==> src/hw/lspPkg.sv <==
`default_nettype none

package lspPkg;

	////////////////////////////////////////////////////////////
	// Memory layout
	////////////////////////////////////////////////////////////

	// One scratch word, 16-bit values sit sign-extended inside
	localparam int lspWordWidth = 32;

	// Default address width of the scratch memory
	localparam int lspAddrWidth = 11;

	// Word address of entry 0 of the LSP vector
	localparam int lspBufAddr = 160;

	////////////////////////////////////////////////////////////
	// G.729 LSP constants
	////////////////////////////////////////////////////////////

	// Number of LSP coefficients (M in the reference code)
	localparam int lspOrder = 10;

	// First index of the second expansion pass (NC)
	localparam int lspHalf = 5;

	// Saturation limits of the 16-bit basic operators
	localparam logic signed [15:0] lspMax = 16'sh7fff;
	localparam logic signed [15:0] lspMin = 16'sh8000;

endpackage

`default_nettype wire

==> src/hw/lspExpand2Fsm.sv <==
`timescale 1ns/1ps
`default_nettype none

module lspExpand2Fsm
	import lspPkg::*;
#(
	parameter int addrWidth = lspAddrWidth
)
(
	input  wire                      clk,
	input  wire                      reset,
	input  wire                      start,
	input  wire  signed [15:0]       gap,
	input  wire  [lspWordWidth-1:0]  memIn,
	// Operator results, same cycle
	input  wire  signed [15:0]       subResult,
	input  wire  signed [15:0]       addResult,
	input  wire  signed [15:0]       shrResult,
	// Scratch memory engine port
	output logic [addrWidth-1:0]     engineReadAddr,
	output logic [addrWidth-1:0]     engineWriteAddr,
	output logic [lspWordWidth-1:0]  engineWriteData,
	output logic                     engineWriteEn,
	// Operator operands
	output logic signed [15:0]       opSubA,
	output logic signed [15:0]       opSubB,
	output logic signed [15:0]       opAddA,
	output logic signed [15:0]       opAddB,
	output logic signed [15:0]       opShr,
	output logic                     done
);

	////////////////////////////////////////////////////////////
	// State encoding
	////////////////////////////////////////////////////////////

	localparam logic [3:0] sIdle      = 4'd0;
	// Address of entry j-1, first pair only
	localparam logic [3:0] sReadPrev  = 4'd1;
	// Entry j-1 arrives, address of entry j goes out
	localparam logic [3:0] sLatchPrev = 4'd2;
	// Address of entry j, later pairs
	localparam logic [3:0] sReadCur   = 4'd3;
	localparam logic [3:0] sLoadCur   = 4'd4;
	localparam logic [3:0] sCalcTmp   = 4'd5;
	// Adjusted pair through sub and add
	localparam logic [3:0] sUpdate    = 4'd6;
	localparam logic [3:0] sWritePrev = 4'd7;
	localparam logic [3:0] sWriteCur  = 4'd8;

	// Sign-extend a 16-bit value into a memory word
	function automatic logic [lspWordWidth-1:0] signExtend(input logic signed [15:0] value);
		return {{(lspWordWidth-16){value[15]}}, value};
	endfunction

	logic [3:0] state;
	// Pair index j
	logic [3:0] pairIdx;

	// Pass operands
	logic signed [15:0] gapReg;
	logic signed [15:0] prevVal;
	logic signed [15:0] curVal;
	logic signed [15:0] tmpReg;

	logic lastPair;
	logic tmpPositive;
	logic advance;

	assign lastPair    = (pairIdx == 4'(lspOrder - 1));
	assign tmpPositive = (shrResult > 16'sd0);

	// Pair finished, either nothing to adjust or both words written
	assign advance = (state == sCalcTmp && !tmpPositive) || (state == sWriteCur);

	////////////////////////////////////////////////////////////
	// Read address and operand select
	////////////////////////////////////////////////////////////

	always_comb
	begin
		if (state == sReadPrev)
			engineReadAddr = addrWidth'(lspBufAddr + pairIdx - 1);
		else
			engineReadAddr = addrWidth'(lspBufAddr + pairIdx);
	end

	// tmp = shr(add(sub(prev, cur), gap), 1) by default
	always_comb
	begin
		opSubA = prevVal;
		opSubB = curVal;
		opAddA = subResult;
		opAddB = gapReg;
		opShr  = addResult;
		// Update pass, prev - tmp and cur + tmp
		if (state == sUpdate)
		begin
			opSubB = tmpReg;
			opAddA = curVal;
			opAddB = tmpReg;
		end
	end

	////////////////////////////////////////////////////////////
	// Control
	////////////////////////////////////////////////////////////

	always_ff @(posedge clk)
	begin
		if (reset)
		begin
			state         <= sIdle;
			pairIdx       <= '0;
			done          <= 1'b0;
			engineWriteEn <= 1'b0;
		end
		else
		begin
			// Strobes
			done          <= 1'b0;
			engineWriteEn <= 1'b0;
			case (state)
				sIdle:
				begin
					// Start only counts here, busy starts drop
					if (start)
					begin
						pairIdx <= 4'(lspHalf);
						state   <= sReadPrev;
					end
				end
				sReadPrev:
					state <= sLatchPrev;
				sLatchPrev:
					state <= sLoadCur;
				sReadCur:
					state <= sLoadCur;
				sLoadCur:
					state <= sCalcTmp;
				sCalcTmp:
				begin
					if (tmpPositive)
						state <= sUpdate;
				end
				sUpdate:
				begin
					// Enable lines up with sWritePrev
					engineWriteEn <= 1'b1;
					state         <= sWritePrev;
				end
				sWritePrev:
				begin
					engineWriteEn <= 1'b1;
					state         <= sWriteCur;
				end
				sWriteCur:
					state <= sWriteCur;
				default:
					state <= sIdle;
			endcase
			// Next pair or end of pass
			if (advance)
			begin
				if (lastPair)
				begin
					state <= sIdle;
					done  <= 1'b1;
				end
				else
				begin
					pairIdx <= pairIdx + 4'd1;
					state   <= sReadCur;
				end
			end
		end
	end

	////////////////////////////////////////////////////////////
	// Datapath registers
	////////////////////////////////////////////////////////////

	always_ff @(posedge clk)
	begin
		case (state)
			sIdle:
			begin
				// Gap taken with the start strobe
				if (start)
					gapReg <= gap;
			end
			sLatchPrev:
				prevVal <= memIn[15:0];
			sLoadCur:
				curVal <= memIn[15:0];
			sCalcTmp:
				tmpReg <= shrResult;
			sUpdate:
			begin
				// Entry j-1 goes out first, entry j kept for the second write
				curVal          <= addResult;
				engineWriteAddr <= addrWidth'(lspBufAddr + pairIdx - 1);
				engineWriteData <= signExtend(subResult);
			end
			sWritePrev:
			begin
				engineWriteAddr <= addrWidth'(lspBufAddr + pairIdx);
				engineWriteData <= signExtend(curVal);
			end
			default:
			begin
			end
		endcase
		// Entry j, updated or not, becomes the next entry j-1
		if (advance)
			prevVal <= curVal;
	end

	////////////////////////////////////////////////////////////
	// Checks
	////////////////////////////////////////////////////////////

	assert property (@(posedge clk) disable iff (reset) done |=> !done)
		else $error("lspExpand2Fsm: done high in two consecutive cycles");

	// Registered enable has to stay inside the write window
	assert property (@(posedge clk) disable iff (reset)
		engineWriteEn |-> (state == sWritePrev || state == sWriteCur))
		else $error("lspExpand2Fsm: engine write outside the write states");

endmodule

`default_nettype wire

==> config.mk <==
export PLATFORM = sky130hd
export DESIGN_NAME = lspExpand2Fsm
export DESIGN_NICKNAME = d
export VERILOG_FILES = /design/src/hw/lspPkg.sv /design/src/hw/lspExpand2Fsm.sv
export SDC_FILE = /design/constraint.sdc
export NUM_CORES = 1
export LEC_CHECK = 0
export BUFFER_PORTS_ARGS = -buffer_cell sky130_fd_sc_hd__buf_2
export CAP_MARGIN = 20
export CORE_MARGIN = 5
export CORE_UTILIZATION = 42
export DETAILED_ROUTE_END_ITERATION = 12
export GPL_TIMING_DRIVEN = 0
export PLACE_DENSITY = 0.77
export SYNTH_ARGS = -nofsm -noshare
export SYNTH_HDL_FRONTEND = slang
export SYNTH_SLANG_ARGS = --single-unit
==> constraint.sdc <==
create_clock -name clk -period 2.3 [get_ports clk]
set_input_delay 0.46 -clock clk [delete_from_list [all_inputs] [get_ports clk]]
set_output_delay 0.46 -clock clk [all_outputs]
set_load 0.05 [all_outputs]
Yosys cells after proc, flatten, opt, wreduce, memory -nomap -nowiden
Cells that the tools add are included.
- output and inout port bits: 136
- bits of input ports: 99
- bits in registers: 117
- logic and storage cells: 59
- $add $sub $neg: 3
- reduce and logical (&&, ||, !) cells: 13
- multiplexer cells: 20
- $lt $le $gt $ge: 1
- bitwise logic cells: 1
- equal/unequal tests: 11
- operators by type and width (operator ; count):
    $mux W16 ; 5
    $pmux W32 S2 ; 1
    $pmux W16 S2 ; 1
    $mux W4 ; 7
    $pmux W4 S7 ; 1
    $pmux W11 S2 ; 1
    $eq A4 B3 Y1 const B ; 4
    $gt A16 B1 Y1 const B ; 1
    $mux W11 ; 1
    $sub A11 B1 Y11 const B ; 1
    $add A8 B4 Y9 const A ; 1
    $eq A4 B2 Y1 const B ; 2
    $eq A4 B4 Y1 const B ; 2
    $reduce_or A2 Y1 ; 4
    $ne A3 B3 Y1 const B ; 2
    $reduce_bool A2 Y1 ; 3
    $add A4 B1 Y4 const B ; 1
    $eq A4 B1 Y1 const B ; 1
    $logic_not A4 Y1 ; 1
    $reduce_and A2 Y1 ; 2
    $mux W1 ; 2
    $mux W2 ; 1
    $logic_and A1 B1 Y1 ; 1
    $logic_not A1 Y1 ; 1
    other kinds (2) ; 2

Logic depth before layout (Yosys ltp)
- depth after elaboration: 6
- gate-level depth with buffers: 8
- depth with buffers taken out: 7

Worst setup path after synthesis
Ideal clock, no wire load.
- path type: register -> output
- start point: register state[0]
- end point: output port engineReadAddr[4]
- slack: -0.567 ns
- data arrival time: 2.407 ns
- cell stages (with the launch flop): 5
- required time: 1.840 ns
- path buffers: 1
- path through: dfxtp_1 > buf_2 > nor4b_1 > nand2_1 > nor3_1
- cells in the longest elaborated chain, start to end: 2
- ends and longest elaborated chain (what ; line ; source):
    start: declaration ; lspExpand2Fsm.sv:56 ; logic [3:0] state;
    start signal: assignment ; lspExpand2Fsm.sv:113 ; state <= sIdle;
    start signal: assignment ; lspExpand2Fsm.sv:130 ; state <= sReadPrev;
    start signal: assignment ; lspExpand2Fsm.sv:134 ; state <= sLatchPrev;
    $eq A4 B1 Y1 ; lspExpand2Fsm.sv:82 ; if (state == sReadPrev)
    $mux W11 ; lspExpand2Fsm.sv:82 ;
    end: declaration ; lspExpand2Fsm.sv:20 ; output logic [addrWidth-1:0] engineReadAddr,
Every way passes these cells.

Worst setup path in the final report
- start point: register state[2]
- end point: output port opSubB[13]
- cells in the longest elaborated chain, start to end: 2
- ends and longest elaborated chain (what ; line ; source):
    $eq A4 B3 Y1 ; lspExpand2Fsm.sv:97 ; if (state == sUpdate)
    $mux W16 ; lspExpand2Fsm.sv:97 ;
    end: declaration ; lspExpand2Fsm.sv:26 ; output logic signed [15:0] opSubB,
Every way passes these cells.

==> results.cfg <==
[place]
gp_congestion = 0.8873
numPortBuffers = 208
hpwl_microns = 11380
dp.cells = 820

[worst_setup_path]
crit_type = flop to primary output
rr_startpoint = state[2]$_SDFFE_PP0P_
start_kind = flop
critical_path.max_fanout = 8
timing.rr.end = opSubA[11]$_DFFE_PP_
end_kind = primary output
required_ps = 1840
reg2reg_depth = 6
r2r_slack_ps = 50
arrival_ps = 1950

[sta]
max_freq_mhz = 414.3
setup_viol = 48
finalHoldViolations = 0
finalHoldWorstSlack_ps = 290.0
fin_crit_sh_pct = 104.9
fin_skew_ps = 9.492
drv_slew = 0
tightest_slew_ps = 861.3
slew_headroom_pct = 42.27
period_minus_slack_ps = 2414
rsz0062_at_grt = yes
worst_slack_ps = -113.7

[min_path]
min_to = gapReg[2]$_DFFE_PP_
worstHoldStart = gap[2]
whs_path_depth = 1
hp-class = input pin to flop

[yosys]
synth_area_leaders = edfxtp_1 54%, nand2_1 15%, mux2_2 7.0%
synth_seq_area_share_pct = 58.01
synthCells = 459
async_flop_share_pct = 0
synth_ff_type = edfxtp_1
synth-edff-count = 86
synth_warnings = 0
synth.top_cell.area_share_pct = 53.83
synth_cell_types = 40
syn_area_sq_um = 4797
synth_largest_area_cell = edfxtp_1
yosys_register_bits = 96
syn_area_per_cell_sq_um = 10.45

[run]
drv_cap = 0

[drt]
wire_per_inst_microns = 19.23
num_vias = 4353
wirelength_microns = 16620
remaining_drc_errors = 0
viasPerCell = 5.038
drt_first_iter_violations = 249
drtAntennaViolNets = 0
first_pass_iters = 4

[cts]
cts_buffers = 9
cts_tree = yes
clock-sinks = 96
cts.clk_slew.worst_paths_ps = 70
root_buffer = clkbuf_16
htreeDepth = 3
clock_latency_ps = 340
cts_max_path_buffers = 2

[outcome]
violations = negative setup slack
status = finished, violations left

[global_route]
grt_first_pass_wirelength_microns = 23030
track_usage_pct = 22.63
grt_max_degree = 20
globalRouteOverflowTotal = 0
grt_pass1_vias = 4413
antenna_found_initial = 0

[final_layout]
final_nets = 816
syn_to_final_growth_pct = 63.88
layout.cells.non_filler = 864
postLayoutCoreUtil_pct = 69.44
drive_gt1_share_pct = 64.12

[floorplanning]
fp.dieW_microns = 116.9
io_pins = 235
die_area_sq_um = 13660
dieHeight_microns = 116.9
coreArea_sq_um = 11320
core.rowCount = 39
start_util_pct = 42.37

[power]
peakVddDrop_mv = 0.3502
p_leak_nw = 3.520
p_per_area_nw_per_um2 = 609.2
==> flip-flops by register name, summed over array words and instances (netlist names) <==
register         cells
done                 1
state                4
engineWriteData     16
pairIdx              4
engineWriteEn        1
engineWriteAddr      6
curVal              16
opSubA              16
tmpReg              16
gapReg              16
==> worst max-delay path by stage <==
stage | slack [ps] | endpoint | startpoint
2_1_floorplan | 20 | opAddA[0] | state[1]$_SDFFE_PP0P_
3_3_place_gp | -810 | curVal[3]$_DFFE_PP_ | state[2]$_SDFFE_PP0P_
3_5_place_dp | -570 | opAddB[10] | state[1]$_SDFFE_PP0P_
4_1_cts | -100 | opSubB[13] | state[2]$_SDFFE_PP0P_
5_1_grt | -160 | opSubB[13] | state[2]$_SDFFE_PP0P_
6_report | -110 | opSubB[13] | state[2]$_SDFFE_PP0P_
==> layout by cell type, fill, tap and decap left out, types with 2 or more instances in the layout <==
cell type    n
nor3b_1      2
buf_2      161
nand2_1     90
clkbuf_1     4
buf_12       4
nand4_1      2
nand2_4     49
a21oi_1      8
conb_1      10
inv_1        2
xnor2_1      4
nor3_1       7
clkbuf_4     3
buf_6       15
dfxtp_4      2
clkbuf_8     2
edfxtp_1    86
dfxtp_1      8
nor3_2       2
o21ai_0      6
buf_8       47
ha_1         3
mux2_2      30
mux2_1       3
nand2_2     48
clkbuf_16   14
inv_6        4
diode_2      2
nand2_8      3
nor4_2       4
buf_4       57
nor2_1      12
==> worst max-delay path, stage by stage, from the launching register on <==
cell       delay, ps
dfxtp_4          360
inv_4             40
or3_4            430
inv_12            80
nand2b_4          70
buf_12           150
clkbuf_16        170
nand2_2           90
nand2_2           70
buf_6            150
==> synth_stat cells (2+ instances only) <==
master and instances:
mux2_2 30, nor3_1 9, edfxtp_1 86, o21ai_0 6
inv_1 4, nand4_1 2, nor4_2 3, buf_2 8
clkbuf_1 9, nor4_1 2, conb_1 2, a21oi_1 8
nor3b_1 2, ha_1 3, xnor2_1 5, nor2_1 13
dfxtp_1 10, mux2_1 3, buf_4 43, buf_6 3
nand2_1 189
==> layout make-up <==
class	count	area (sq um)
fill	796	3460
sequential	96	2790
multi-input combinational	303	2193
timing repair buffer	235	1800
buffer	63	579.3
clock buffer	10	229.0
tap	143	178.9
clock inverter	6	42.54
inverter	5	33.78
timing repair inverter	1	8.758
antenna	2	5.005
==> where the power goes <==
group | switching, mW | internal (mW)
sequential | 0.0628 | 2.00
clock | 0.670 | 0.741
combinational | 0.831 | 0.480
total | 1.56 | 3.23
==> timing repair <==
item	CTS	global route
resized for setup	229	81
cloned	5	1
endpoints found under the hold margin	0	0
setup buffers	13	7
setup endpoints to repair	87	67
hold buffers	0	0
pin swaps	36	16
==> layer usage <==
layer	up-vias	global-route usage, %	share of wire (%)
met3	40	5.553	8.4
met4	0	9.098	2.8
met5	-	0	0
met1	2080	23.96	34
li1	2016	-	-
met2	217	42.74	55
==> per-stage QoR <==
step | power (mW) | TNS [ps] | worst slack (ps) | cell area [sq um]
finish | 4.789 | -3244 | -113.7 | 7861
detailed placement | 3.141 | -30760 | -565.0 | 6211
global placement | 3.115 | -40680 | -812.7 | 6183
CTS | 4.708 | -2614 | -97.98 | 7450
global route | 4.942 | -5215 | -156.0 | 7856
floorplan | 2.847 | 0 | 20.74 | 4964
==> cell families after synthesis <==
group | synth area share, %
AND/OR/NAND/NOR | 19.72
flip-flops | 58.01
buffers and inverters | 9.363
multiplexers | 8.059
AO/OA/AOI/OAI | 3.000
XOR/XNOR | 0.9128
adder cells (fa/ha/maj) | 0.7826
other | 0.1566
No activity file was read; power rests on OpenSTA's default activity.
