<file path="config.mk">
export PLATFORM = sky130hd
export DESIGN_NAME = basicOps
export DESIGN_NICKNAME = d
export VERILOG_FILES = /design/src/hw/lspPkg.sv /design/src/hw/basicOps.sv
export SDC_FILE = /design/constraint.sdc
export NUM_CORES = 1
export LEC_CHECK = 0
export BUFFER_PORTS_ARGS = -buffer_cell sky130_fd_sc_hd__buf_2
export CAP_MARGIN = 20
export CORE_MARGIN = 2
export CORE_UTILIZATION = 42
export DETAILED_ROUTE_END_ITERATION = 12
export PLACE_DENSITY = 0.79
export SYNTH_ARGS = -nofsm -noshare
export SYNTH_HDL_FRONTEND = slang
export SYNTH_SLANG_ARGS = --single-unit
</file>
<file path="constraint.sdc">
create_clock -name vclk -period 3
set_clock_uncertainty 0.1 [all_clocks]
set_input_delay 0.45 -clock vclk [all_inputs]
set_output_delay 0.45 -clock vclk [all_outputs]
set_load 0.01 [all_outputs]
</file>
<file path="src/hw/lspPkg.sv">
`default_nettype none

package lspPkg;

	////////////////////////////////////////////////////////////
	// Memory layout
	////////////////////////////////////////////////////////////

	// One scratch word, 16-bit values sit sign-extended inside
	localparam int lspWordWidth = 32;

	// Default address width of the scratch memory
	localparam int lspAddrWidth = 11;

	// Word address of entry 0 of the LSP vector
	localparam int lspBufAddr = 160;

	////////////////////////////////////////////////////////////
	// G.729 LSP constants
	////////////////////////////////////////////////////////////

	// Number of LSP coefficients (M in the reference code)
	localparam int lspOrder = 10;

	// First index of the second expansion pass (NC)
	localparam int lspHalf = 5;

	// Saturation limits of the 16-bit basic operators
	localparam logic signed [15:0] lspMax = 16'sh7fff;
	localparam logic signed [15:0] lspMin = 16'sh8000;

endpackage

`default_nettype wire

</file>
<file path="src/hw/basicOps.sv">
`timescale 1ns/1ps
`default_nettype none

module basicOps
	import lspPkg::*;
(
	// sub(var1, var2)
	input  wire  signed [15:0] opSubA,
	input  wire  signed [15:0] opSubB,
	// add(var1, var2)
	input  wire  signed [15:0] opAddA,
	input  wire  signed [15:0] opAddB,
	// shr(var1, 1)
	input  wire  signed [15:0] opShr,
	output logic signed [15:0] subResult,
	output logic signed [15:0] addResult,
	output logic signed [15:0] shrResult
);

	////////////////////////////////////////////////////////////
	// Saturation helper
	////////////////////////////////////////////////////////////

	// Clamp a 17-bit result into the 16-bit range
	function automatic logic signed [15:0] saturate(input logic signed [16:0] wide);
		logic signed [15:0] clamped;
		if (wide > 17'(lspMax))
			clamped = lspMax;
		else if (wide < 17'(lspMin))
			clamped = lspMin;
		else
			clamped = wide[15:0];
		return clamped;
	endfunction

	// Full-precision intermediates, one guard bit each
	logic signed [16:0] wideDiff;
	logic signed [16:0] wideSum;

	////////////////////////////////////////////////////////////
	// Operators
	////////////////////////////////////////////////////////////

	// Sign-extend both operands before the difference
	assign wideDiff = 17'(opSubA) - 17'(opSubB);

	// Same for the sum
	assign wideSum = 17'(opAddA) + 17'(opAddB);

	// Saturated 16-bit results
	assign subResult = saturate(wideDiff);
	assign addResult = saturate(wideSum);

	// Arithmetic shift keeps the sign, rounds toward minus infinity
	assign shrResult = opShr >>> 1;

endmodule

`default_nettype wire

</file>
# == After elaboration in Yosys (flattened, before gate mapping) ==
# Index checks and enable logic that the tools add are counted.
# totals
in_bits,80
out_inout_bits,48
word_cells,10
reg_bits,0
# classes
n_lt_le_gt_ge,4
mux,4
add_sub_neg,2
# op_table
op,count
$mux 16,4
$gt 17x16->1 const B,2
$lt 17x16->1 const B,2
$add 16x16->17,1
$sub 16x16->17,1

# == Longest topological paths before layout ==
# Gate-level depths: netlist (run 1).
# logic_depth
ltp_word,4
mapped_depth,10
depth_no_buf,9

# == Worst setup path after synthesis (run 1) ==
# OpenSTA, ideal clock, no wires.
# synth_path
kind,input port to output port
startpoint,in opSubA[0]
endpoint,out subResult[10]
cell_stages,10
t_arrival_ps,2527
required_ps,2450
slack_ps,-77
path_buffers,1
path_cell_list,inv_1 -> ha_1 -> fa_1 -> nand2b_1 -> a211oi_1 -> o21ai_1 -> a31oi_1 -> nand4_1 -> buf_2 -> a21oi_1
# synth_via
elab_chain_cells,4
word_cells_on_any_way,5
cone_classes,1 x add/sub; 2 x order compare; 2 x mux
# synth_rtl
item,line_no,source
start: declaration,basicOps.sv:8,"input wire signed [15:0] opSubA,"
$sub 16x16->17 *,basicOps.sv:45,assign wideDiff = 17'(opSubA) - 17'(opSubB);
$lt 17x16->1,basicOps.sv:29,else if (wide < 17'(lspMin))
$mux 16,basicOps.sv:29,
$mux 16 *,basicOps.sv:27,if (wide > 17'(lspMax))
end: declaration,basicOps.sv:15,"output logic signed [15:0] subResult,"
# Every way passes the cells marked *; elsewhere a longest branch is shown, timed or not.

# == Worst setup path in the final report (run 1) ==
# layout_path
startpoint,in opAddA[0]
endpoint,out addResult[14]
# layout_via
elab_chain_cells,4
word_cells_on_any_way,5
cone_classes,1 x add/sub; 2 x order compare; 2 x mux
# layout_rtl
item,line_no,source
start: declaration,basicOps.sv:11,"input wire signed [15:0] opAddA,"
$add 16x16->17 *,basicOps.sv:48,assign wideSum = 17'(opAddA) + 17'(opAddB);
$lt 17x16->1,basicOps.sv:29,
$mux 16,basicOps.sv:29,
$mux 16 *,basicOps.sv:27,
end: declaration,basicOps.sv:16,"output logic signed [15:0] addResult,"
# Marks and branches as above.

==> qor.txt, run 1 <==
=======================================================================
Status                                                     complete, but fails checks
Failing checks                                             negative setup slack
Shortest clock period the worst path allows after layout        3.20 ns
Area contributors post-synth                               sky130_fd_sc_hd__ha_1 (19%), sky130_fd_sc_hd__a21oi_1 (7.8%), sky130_fd_sc_hd__buf_4 (5.7%)
Max Fanout on Critical Path                                           2
Slowest stage cell, crit path                              sky130_fd_sc_hd__fa_2
Met3 global-route usage                                           2.68%
Synthesized area per cell                                      7.24 um2
Initial antenna violation count                                       0
Fraction of the yosys area taken by sequential cells                 0%
Placer's final routability congestion estimate                    0.843
Sum of routed wire length over all layers                       7.88 mm
Area growth from synthesis to final layout                        77.0%
Std-Cell Rows                                                        25
Cell count after synthesis                                          293
Floorplan die width                                             75.1 um
Post-Synthesis Net Count                                            407
Pins Over Slew Limit                                                  0
Post-detailed-route DRC marker count                                  0
M1 GR Usage                                                       27.0%
Number of flip-flops and latches                                      0
Area share of the largest cell type after synthesis               18.9%
Effective utilization at floorplan                                44.3%
Cell count along the critical path                                   12
Cell variety after synth                                             50
# hold bufs at CTS                                                    0
RSZ-0062 raised after global routing                               true
Crit path max-delay family                                  adder cells
Min-delay src                                                  opShr[1]
Number of top-level pins                                            128
Post-layout nets                                                    547
Worst Hold End                                             shrResult[0]
IO Port Bufs                                                         96
Setup violations, final                                              26
Capturing element type of the critical path                 output port
Power density of the placed cells                            324 nW/um2
Floorplan core area                                            4790 um2
Worst Tran Pin Value                                           0.449 ns
Drt wl/cell                                                     15.8 um
Max frequency                                                 0.312 GHz
WHS Path Cells                                                        0
Commonest cells after routing, fill and taps aside         sky130_fd_sc_hd__buf_2 (72), sky130_fd_sc_hd__buf_4 (58), sky130_fd_sc_hd__buf_6 (30), sky130_fd_sc_hd__inv_1 (23), sky130_fd_sc_hd__ha_1 (18)
Setup ws final                                                -0.203 ns
Slew margin rel.                                                  70.1%
Buf/Inv on CP                                                         4
Cell type with the highest aggregate area in the netlist   sky130_fd_sc_hd__ha_1
Ratio of routed vias to standard cells                             5.59
Global-route wire length before repair                          11.8 mm
Critical path launch point type                              input port
Crit path kind                                             input port to output port
Final HPWL DP                                                   5.21 mm
Arrival time at the worst endpoint                              2.65 ns
Vertical die dimension                                          75.1 um
Pin count of the biggest net entering global routing                 16
Number of fill cells                                                301
Number of maximum-capacitance constraint violations                   0
First-pass DRT Iterations                                             4
Number of diodes                                                      0
Leakage power summed over all cells                             1.74 nW
Most common cell after layout, fill and taps aside         sky130_fd_sc_hd__buf_2
Via count                                                          2783
Final count of hold timing violations                                 0
Share of layout cells above drive strength 1                      59.6%
Via count of the first global-routing pass                         2713
Required time at the worst-slack endpoint                       2.45 ns
Total Neg Setup Slack                                          -2.41 ns
Met2 Resource Use GR                                              52.3%
Total global routing track utilization                            26.5%
Worst voltage drop across the vdd grid                         0.211 mV
Yosys warning total                                                   0
Total die area                                                 5640 um2
Starting DRT DRC Count                                               79
Layer with the highest usage                                       met2
Count of clock buffers in the final design                            0
Final critical-path share of the clock period                      107%
Remaining antenna violation count                                     0
Delay of the slowest cell on the worst path                     0.34 ns
Register Area                                                     0 um2
Area of the multi-input gates                                  2330 um2
Mapped cell area                                               2120 um2
Tightest Hold Check Type                                   input port to output port
Cell-by-cell trace of the critical path                    buf_8 > ha_4 > inv_2 > fa_2 > nand2b_4 > a21o_1 > a211oi_4 > buf_4 > mux2i_1 > o2111ai_2 > maj3_2 > buf_6
Remaining global-route overflow                                       0
Hold slack                                                     0.800 ns
=======================================================================
[layout make-up]
class	count	area share [%]
multi-input combinational	235	62.0
inverter	31	3.23
timing repair buffer	165	32.5
tap	67	2.23
[layer usage]
| layer | vias up | part of all wire, % | routed length [um] |
|---|---|---|---|
| met2 | 123 | 53 | 4180 |
| met5 | - | 0 | 0 |
| li1 | 1336 | - | - |
| met1 | 1290 | 38 | 2960 |
| met3 | 34 | 5.4 | 422 |
| met4 | 0 | 4.1 | 320 |
[report_power, final]
part / switching, mW / internal (mW)
clock: 0 / 0
sequential: 0 / 0
combinational: 0.582 / 0.636
[stage by stage]
step | cell area [um2] | total power [mW] | util, % | setup slack [ns] | cells
floorplan | 2130 | 0.537 | - | 0.000186 | 293
global placement | 2940 | 0.831 | 61.4 | -0.328 | 483
detailed placement | 2940 | 0.854 | 61.4 | -0.395 | 483
CTS | 3520 | 1.11 | 73.5 | -0.166 | 493
global route | 3760 | 1.30 | 78.5 | -0.308 | 498
finish | 3760 | 1.22 | 78.5 | -0.203 | 498
[worst max-delay path by stage]
stage | from | slack, ns | end
after floorplan | opAddA[0] | 0.0002 | addResult[11]
after global placement | opAddA[1] | -0.33 | addResult[0]
after detailed placement | opAddA[1] | -0.40 | addResult[1]
after CTS | opAddA[0] | -0.17 | addResult[14]
after global routing | opAddA[0] | -0.31 | addResult[14]
final | opAddA[0] | -0.20 | addResult[14]
[kinds of logic (layout without fill, tap and decap cells)]
logic type / count (synthesis) / in the layout / share of synthesized area, %
compound gates: 96 / 96 / 31.3
simple gates: 65 / 65 / 15.6
mux: 2 / 2 / 0.943
buf+inv: 58 / 196 / 13.8
fa+ha+maj: 51 / 51 / 29.3
xor+xnor: 21 / 21 / 9.02
[Yosys cell counts, types with 2 or more instances]
library cell and count:
sky130_fd_sc_hd__maj3_2 9, sky130_fd_sc_hd__ha_1 32, sky130_fd_sc_hd__mux2i_1 2, sky130_fd_sc_hd__inv_1 31, sky130_fd_sc_hd__a211oi_1 6, sky130_fd_sc_hd__or3_1 2, sky130_fd_sc_hd__buf_2 6, sky130_fd_sc_hd__nand2b_1 6
sky130_fd_sc_hd__nor3b_1 2, sky130_fd_sc_hd__a311oi_1 2, sky130_fd_sc_hd__a211oi_2 2, sky130_fd_sc_hd__nand2_1 16, sky130_fd_sc_hd__xor2_1 9, sky130_fd_sc_hd__nor2_1 11, sky130_fd_sc_hd__o21ai_1 2, sky130_fd_sc_hd__a21oi_1 33
sky130_fd_sc_hd__o21a_1 5, sky130_fd_sc_hd__nor2b_1 2, sky130_fd_sc_hd__a21o_1 9, sky130_fd_sc_hd__o211ai_1 4, sky130_fd_sc_hd__and3_1 4, sky130_fd_sc_hd__o31ai_1 3, sky130_fd_sc_hd__xnor2_1 11, sky130_fd_sc_hd__a31oi_1 5
sky130_fd_sc_hd__o221ai_1 2, sky130_fd_sc_hd__and2_1 4, sky130_fd_sc_hd__maj3_1 8, sky130_fd_sc_hd__nand3_1 7, sky130_fd_sc_hd__clkbuf_1 4, sky130_fd_sc_hd__buf_4 16, sky130_fd_sc_hd__a2111oi_0 3, sky130_fd_sc_hd__o21ai_0 10
sky130_fd_sc_hd__nor3_1 5, sky130_fd_sc_hd__fa_1 2, sky130_fd_sc_hd__nand4_1 3
[what timing repair did]
| item | 4_1_cts | 5_1_grt |
|---|---|---|
| pin swaps | 32 | 19 |
| gates resized for setup | 96 | 43 |
| setup buffers | 7 | 5 |
| setup endpoints to repair | 31 | 31 |
| gates cloned | 3 | 0 |
(Power assumes the default switching activity.)
==> inputs of run 2 (changes only) <==
CORE_UTILIZATION = 46   (was 42)
PLACE_DENSITY = 0.82   (was 0.79)
RECOVER_POWER = 50   (was unset)
clock period = 3.5 ns   (was 3 ns; I/O delays follow)
==> run 2 against run 1 <==
Effect of this change: the flow now finishes without violations; flip-flop and latch count unchanged; via count decreased by 8.1%; design area decreased by 19%.
==> qor.txt, run 2 (same netlist as run 1, synthesis figures left out) <==
==========================================================================
Area growth from synthesis to final layout                           42.7%   was 77.0%
Max frequency                                                    0.288 GHz
Tightest Hold Check Type                                      input port to output port   unchanged
Floorplan core area                                               4410 um2   was 4790 um2
Fraction of power consumed by the clock network                         0%   about the same
Count of clock buffers in the final design                               0   unchanged
Vertical die dimension                                             71.9 um   was 75.1 um
Post-layout nets                                                       518   was 547
Commonest cells after routing, fill and taps aside            sky130_fd_sc_hd__buf_2 (91), sky130_fd_sc_hd__buf_4 (34), sky130_fd_sc_hd__inv_1 (30), sky130_fd_sc_hd__ha_1 (30), sky130_fd_sc_hd__a21oi_1 (25)   was sky130_fd_sc_hd__buf_2 (72), sky130_fd_sc_hd__buf_4 (58), sky130_fd_sc_hd__buf_6 (30), sky130_fd_sc_hd__inv_1 (23), sky130_fd_sc_hd__ha_1 (18)
Switching power as a share of total power                            50.6%   was 47.8%
Power density of the placed cells                               268 nW/um2   was 324 nW/um2
Post-route standard cell area excluding fillers                   3030 um2   was 3760 um2
Placement Cell Area                                               2740 um2   was 2940 um2
Number of fill cells                                                   345   was 301
Number of maximum-capacitance constraint violations                      0   unchanged
Number of diodes                                                         0   unchanged
Max Fanout on Critical Path                                              8   was 2
Setup ws final                                                   0.0251 ns   was -0.203 ns
Final critical-path share of the clock period                        99.3%
Arrival time at the worst endpoint                                 2.85 ns   was 2.65 ns
# hold bufs at CTS                                                       0   unchanged
Setup WS pre-CTS                                                 -0.106 ns   was -0.395 ns
Slew margin rel.                                                     69.7%   was 70.1%
Share of total power in sequential cells                                0%   about the same
Via count of the first global-routing pass                            2332   was 2713
Pins Over Slew Limit                                                     0   unchanged
IO Port Bufs                                                            96   unchanged
Number of top-level pins                                               128   unchanged
Sum of routed wire length over all layers                          6.27 mm   was 7.88 mm
Std-Cell Rows                                                           24   was 25
Final count of hold timing violations                                    0   unchanged
Via count                                                             2557   was 2783
WHS Path Cells                                                           0   unchanged
Starting DRT DRC Count                                                 150   was 79
Register Area                                                        0 um2   unchanged
Remaining global-route overflow                                          0   unchanged
RSZ-0062 raised after global routing                                  true   unchanged
Layout Cells excl Fill                                                 454   was 498
Worst voltage drop across the vdd grid                            0.179 mV   was 0.211 mV
Cells after DPL                                                        446   was 483
Floorplan die width                                                71.9 um   was 75.1 um
Shortest clock period the worst path allows after layout           3.47 ns
Required time at the worst-slack endpoint                          2.87 ns   was 2.45 ns
Total die area                                                    5170 um2   was 5640 um2
Min-delay src                                                     opShr[2]   was opShr[1]
Worst Tran Pin Value                                              0.449 ns   about the same
Capturing element type of the critical path                    output port   unchanged
Worst Hold End                                                shrResult[1]   was shrResult[0]
Drt wl/cell                                                        13.8 um   was 15.8 um
Ratio of routed vias to standard cells                                5.63   was 5.59
Setup violations, final                                                  0   was 26
Placer's final routability congestion estimate                       0.884   was 0.843
Effective utilization at floorplan                                   48.1%   was 44.3%
Relative contribution of combinational cells to total power         100.0%   about the same
Post-detailed-route DRC marker count                                     0   unchanged
Critical path launch point type                                 input port   unchanged
Total power consumption of the routed design                      0.811 mW   was 1.22 mW
Number of flip-flops and latches                                         0   unchanged
Remaining antenna violation count                                        0   unchanged
P_int                                                             0.400 mW   was 0.636 mW
Crit path kind                                                input port to output port   unchanged
Leakage power summed over all cells                                1.51 nW   was 1.74 nW
Most common cell after layout, fill and taps aside            sky130_fd_sc_hd__buf_2   unchanged
Initial antenna violation count                                          0   unchanged
Final HPWL DP                                                      4.75 mm   was 5.21 mm
Pin count of the biggest net entering global routing                    17   was 16
Final cell utilization of the core                                   68.6%   was 78.5%
Global-route wire length before repair                             8.93 mm   was 11.8 mm
First-pass DRT Iterations                                                4   unchanged
Share of layout cells above drive strength 1                         43.5%   was 59.6%
Sw power                                                          0.411 mW   was 0.582 mW
Status                                                        finished, final reports clean   was complete, but fails checks
Total global routing track utilization                               19.9%   was 26.5%
==========================================================================
## run 2: worst max path at each step
stage	start	to	slack, ns	cells after the start
CTS	opSubA[0]	subResult[1]	0.03	13
global placement	opSubA[4]	subResult[12]	-0.07	10
detailed placement	opSubA[4]	subResult[13]	-0.11	10
global route	opAddA[0]	addResult[2]	-0.03	12
finish	opAddA[0]	addResult[2]	0.03	12
floorplan	opSubA[0]	subResult[10]	0.27	10
## run 2: timing repair
item / in CTS / in global routing
resized for setup: 4 / 36
pin swaps: 0 / 15
buffers inserted: 0 / 6
gates cloned: 0 / 2
endpoints found under the hold margin: 0 / 0
setup endpoints to repair: 23 / 30
## run 2: metrics by stage
stage	setup TNS (ns)	hold WS (ns)
after floorplan	0	1.04
after global placement	-0.532	0.950
after detailed placement	-1.21	0.950
after CTS	0	0.950
after global routing	-0.102	0.950
final	0	0.950
## run 2: per-layer routing
layer | global-route usage, % | part of all wire (%)
met5 | 0 | 0
met2 | 39.3 | 52
met3 | 1.11 | 6.7
met1 | 23.3 | 41
met4 | 4.40 | 0.70
## run 2: worst max-delay path, cell delays in order
cell	delay [ns]
sky130_fd_sc_hd__buf_2	0.10
sky130_fd_sc_hd__ha_4	0.13
sky130_fd_sc_hd__inv_2	0.04
sky130_fd_sc_hd__fa_2	0.36
sky130_fd_sc_hd__nand2b_4	0.15
sky130_fd_sc_hd__a21o_1	0.23
sky130_fd_sc_hd__a211oi_2	0.30
sky130_fd_sc_hd__o311ai_2	0.14
sky130_fd_sc_hd__a41oi_4	0.33
sky130_fd_sc_hd__clkbuf_16	0.21
sky130_fd_sc_hd__maj3_1	0.17
sky130_fd_sc_hd__buf_2	0.14
## run 2: power by group through the flow
| stage | Sequential (mW) | Clock (mW) | Combinational, mW |
|---|---|---|---|
| floorplan | 0 | 0 | 0.458 |
| global placement | 0 | 0 | 0.673 |
| detailed placement | 0 | 0 | 0.688 |
| CTS | 0 | 0 | 0.699 |
| global route | 0 | 0 | 0.872 |
| finish | 0 | 0 | 0.811 |
## run 2: layout make-up
| cell class | instances | area [um2] | share of cell area (%) |
|---|---|---|---|
| multi-input combinational | 235 | 1980 | 65.4 |
| tap | 52 | 65.1 | 2.15 |
| inverter | 31 | 116 | 3.84 |
| timing repair buffer | 136 | 866 | 28.6 |
==> inputs of run 3 (changes only) <==
clock period = 3.68 ns   (was 3.5 ns; I/O delays follow)
==> run 3 against run 2 <==
Effect of this change: total power is 20% lower; critical path depth stayed put; utilization is 7.3 points lower; critical endpoint is now addResult[13]; sequential share of layout area is the same; global-route usage fell by 1.1 points.
==> qor.txt, run 3 (same netlist as run 1, synthesis figures left out) <==
=======================================================================
Status                                                     finished, final reports clean   unchanged
Placer's final routability congestion estimate                    0.900   was 0.884
Tightest Hold Check Type                                   input port to output port   unchanged
Sum of routed wire length over all layers                       5.40 mm   was 6.27 mm
RSZ-0062 raised after global routing                              false   was true
Most common cell after layout, fill and taps aside         sky130_fd_sc_hd__buf_2   unchanged
Final HPWL DP                                                   4.49 mm   was 4.75 mm
# hold bufs at CTS                                                    0   unchanged
Min-delay src                                                  opShr[2]   unchanged
Number of diodes                                                      0   unchanged
Required time at the worst-slack endpoint                       3.03 ns   was 2.87 ns
Termination of the worst setup path                        addResult[13]   was addResult[2]
Pin count of the biggest net entering global routing                 17   unchanged
Remaining antenna violation count                                     0   unchanged
Drt wl/cell                                                     12.4 um   was 13.8 um
Ratio of routed vias to standard cells                             5.52   was 5.63
Number of maximum-capacitance constraint violations                   0   unchanged
Commonest cells after routing, fill and taps aside         sky130_fd_sc_hd__buf_2 (92), sky130_fd_sc_hd__a21oi_1 (33), sky130_fd_sc_hd__inv_1 (31), sky130_fd_sc_hd__ha_1 (31), sky130_fd_sc_hd__buf_4 (21)   was sky130_fd_sc_hd__buf_2 (91), sky130_fd_sc_hd__buf_4 (34), sky130_fd_sc_hd__inv_1 (30), sky130_fd_sc_hd__ha_1 (30), sky130_fd_sc_hd__a21oi_1 (25)
Std-Cell Rows                                                        24   unchanged
Post-layout nets                                                    500   was 518
Floorplan die width                                             71.9 um   unchanged
Area growth from synthesis to final layout                        27.5%   was 42.7%
Power density of the placed cells                            241 nW/um2   was 268 nW/um2
Critical path launch point type                              input port   unchanged
Effective utilization at floorplan                                48.1%   unchanged
Remaining global-route overflow                                       0   unchanged
Total global routing track utilization                            18.8%   was 19.9%
Worst Tran Pin Value                                           0.592 ns   was 0.449 ns
Via count                                                          2407   was 2557
Global-route wire length before repair                          8.46 mm   was 8.93 mm
Floorplan core area                                            4410 um2   unchanged
Share of layout cells above drive strength 1                      34.6%   was 43.5%
Via count of the first global-routing pass                         2156   was 2332
Setup violations, final                                               0   unchanged
Leakage power summed over all cells                             1.37 nW   was 1.51 nW
Pins Over Slew Limit                                                  0   unchanged
Setup WS pre-CTS                                             -0.0270 ns   was -0.106 ns
Shortest clock period the worst path allows after layout        3.53 ns
IO Port Bufs                                                         96   unchanged
Setup ws final                                                 0.146 ns   was 0.0251 ns
Number of top-level pins                                            128   unchanged
Total power consumption of the routed design                   0.652 mW   was 0.811 mW
Crit path kind                                             input port to output port   unchanged
Initial antenna violation count                                       0   unchanged
Total die area                                                 5170 um2   unchanged
Vertical die dimension                                          71.9 um   unchanged
Max Fanout on Critical Path                                          16   was 8
Slew margin rel.                                                  60.5%   was 69.7%
Final critical-path share of the clock period                     96.0%
Max frequency                                                 0.283 GHz
Arrival time at the worst endpoint                              2.88 ns   was 2.85 ns
Worst voltage drop across the vdd grid                         0.129 mV   was 0.179 mV
First-pass DRT Iterations                                             4   unchanged
Post-detailed-route DRC marker count                                  0   unchanged
Register Area                                                     0 um2   unchanged
Starting DRT DRC Count                                              156   was 150
Launching element of the worst setup path                     opAddA[0]   unchanged
Final count of hold timing violations                                 0   unchanged
Number of flip-flops and latches                                      0   unchanged
Capturing element type of the critical path                 output port   unchanged
Count of clock buffers in the final design                            0   unchanged
=======================================================================
## run 3: cell types whose count changed in the layout (fill, tap and decap cells not counted), moves of 3 or more
cell,delta
sky130_fd_sc_hd__a21oi_1,+8
sky130_fd_sc_hd__a21oi_2,-8
sky130_fd_sc_hd__buf_4,-13
sky130_fd_sc_hd__buf_6,-8
sky130_fd_sc_hd__clkbuf_1,+4
sky130_fd_sc_hd__o21ai_0,+3
## run 3: worst min-delay path by stage
stage                    end  cells after the start
2_1_floorplan   shrResult[0]                      1
3_3_place_gp   shrResult[10]                      0
3_5_place_dp   shrResult[10]                      0
4_1_cts        shrResult[10]                      0
5_1_grt         shrResult[6]                      0
6_report        shrResult[1]                      0
## run 3: layout make-up
| cell class | count | area (um2) |
|---|---|---|
| multi-input cells | 235 | 1870 |
| fillers | 383 | 1710 |
| repair buffers | 118 | 653 |
| inverters | 31 | 116 |
| well taps | 52 | 65.1 |
## run 3: what timing repair did
| action | 4_1_cts | 5_1_grt |
|---|---|---|
| hold endpoints to repair | 0 | 0 |
| gates resized for setup | 1 | 5 |
| pin swaps | 0 | 2 |
| buffers inserted | 0 | 1 |
| endpoints found under the setup margin | 6 | 20 |
## run 3: worst max-delay path, cell delays in order
cell,delay [ns]
sky130_fd_sc_hd__buf_2,0.09
sky130_fd_sc_hd__ha_2,0.18
sky130_fd_sc_hd__inv_1,0.05
sky130_fd_sc_hd__fa_1,0.40
sky130_fd_sc_hd__nand2b_1,0.18
sky130_fd_sc_hd__a21o_1,0.23
sky130_fd_sc_hd__a211oi_4,0.30
sky130_fd_sc_hd__o311ai_2,0.16
sky130_fd_sc_hd__a41oi_4,0.26
sky130_fd_sc_hd__buf_12,0.17
sky130_fd_sc_hd__maj3_2,0.19
sky130_fd_sc_hd__buf_2,0.12
## run 3: report_power, final
| group | internal, mW | leakage, nW | switching (mW) | total, mW |
|---|---|---|---|---|
| registers | 0 | 0 | 0 | 0 |
| clock network | 0 | 0 | 0 | 0 |
| logic | 0.307 | 1.37 | 0.345 | 0.652 |
| total | 0.307 | 1.37 | 0.345 | 0.652 |
## run 3: routing by layer
layer | vias to the layer above | global-route usage (%) | wire length [um]
met3 | 10 | 1.25 | 390
met4 | 0 | 3.56 | 61
met2 | 113 | 35.5 | 2700
met5 | - | 0 | 0
met1 | 1041 | 23.4 | 2260
li1 | 1243 | - | -
## run 3: stage by stage
stage	hold WS (ns)	TNS, ns	std cells	util, %	instance area, um2
6_report	1.00	0	436	61.3	2710
5_1_grt	1.00	0	436	61.3	2710
4_1_cts	1.00	0	435	60.4	2670
3_5_place_dp	1.00	-0.132	435	60.3	2660
3_3_place_gp	1.00	0	435	60.3	2660
2_1_floorplan	1.10	0	293	-	2120
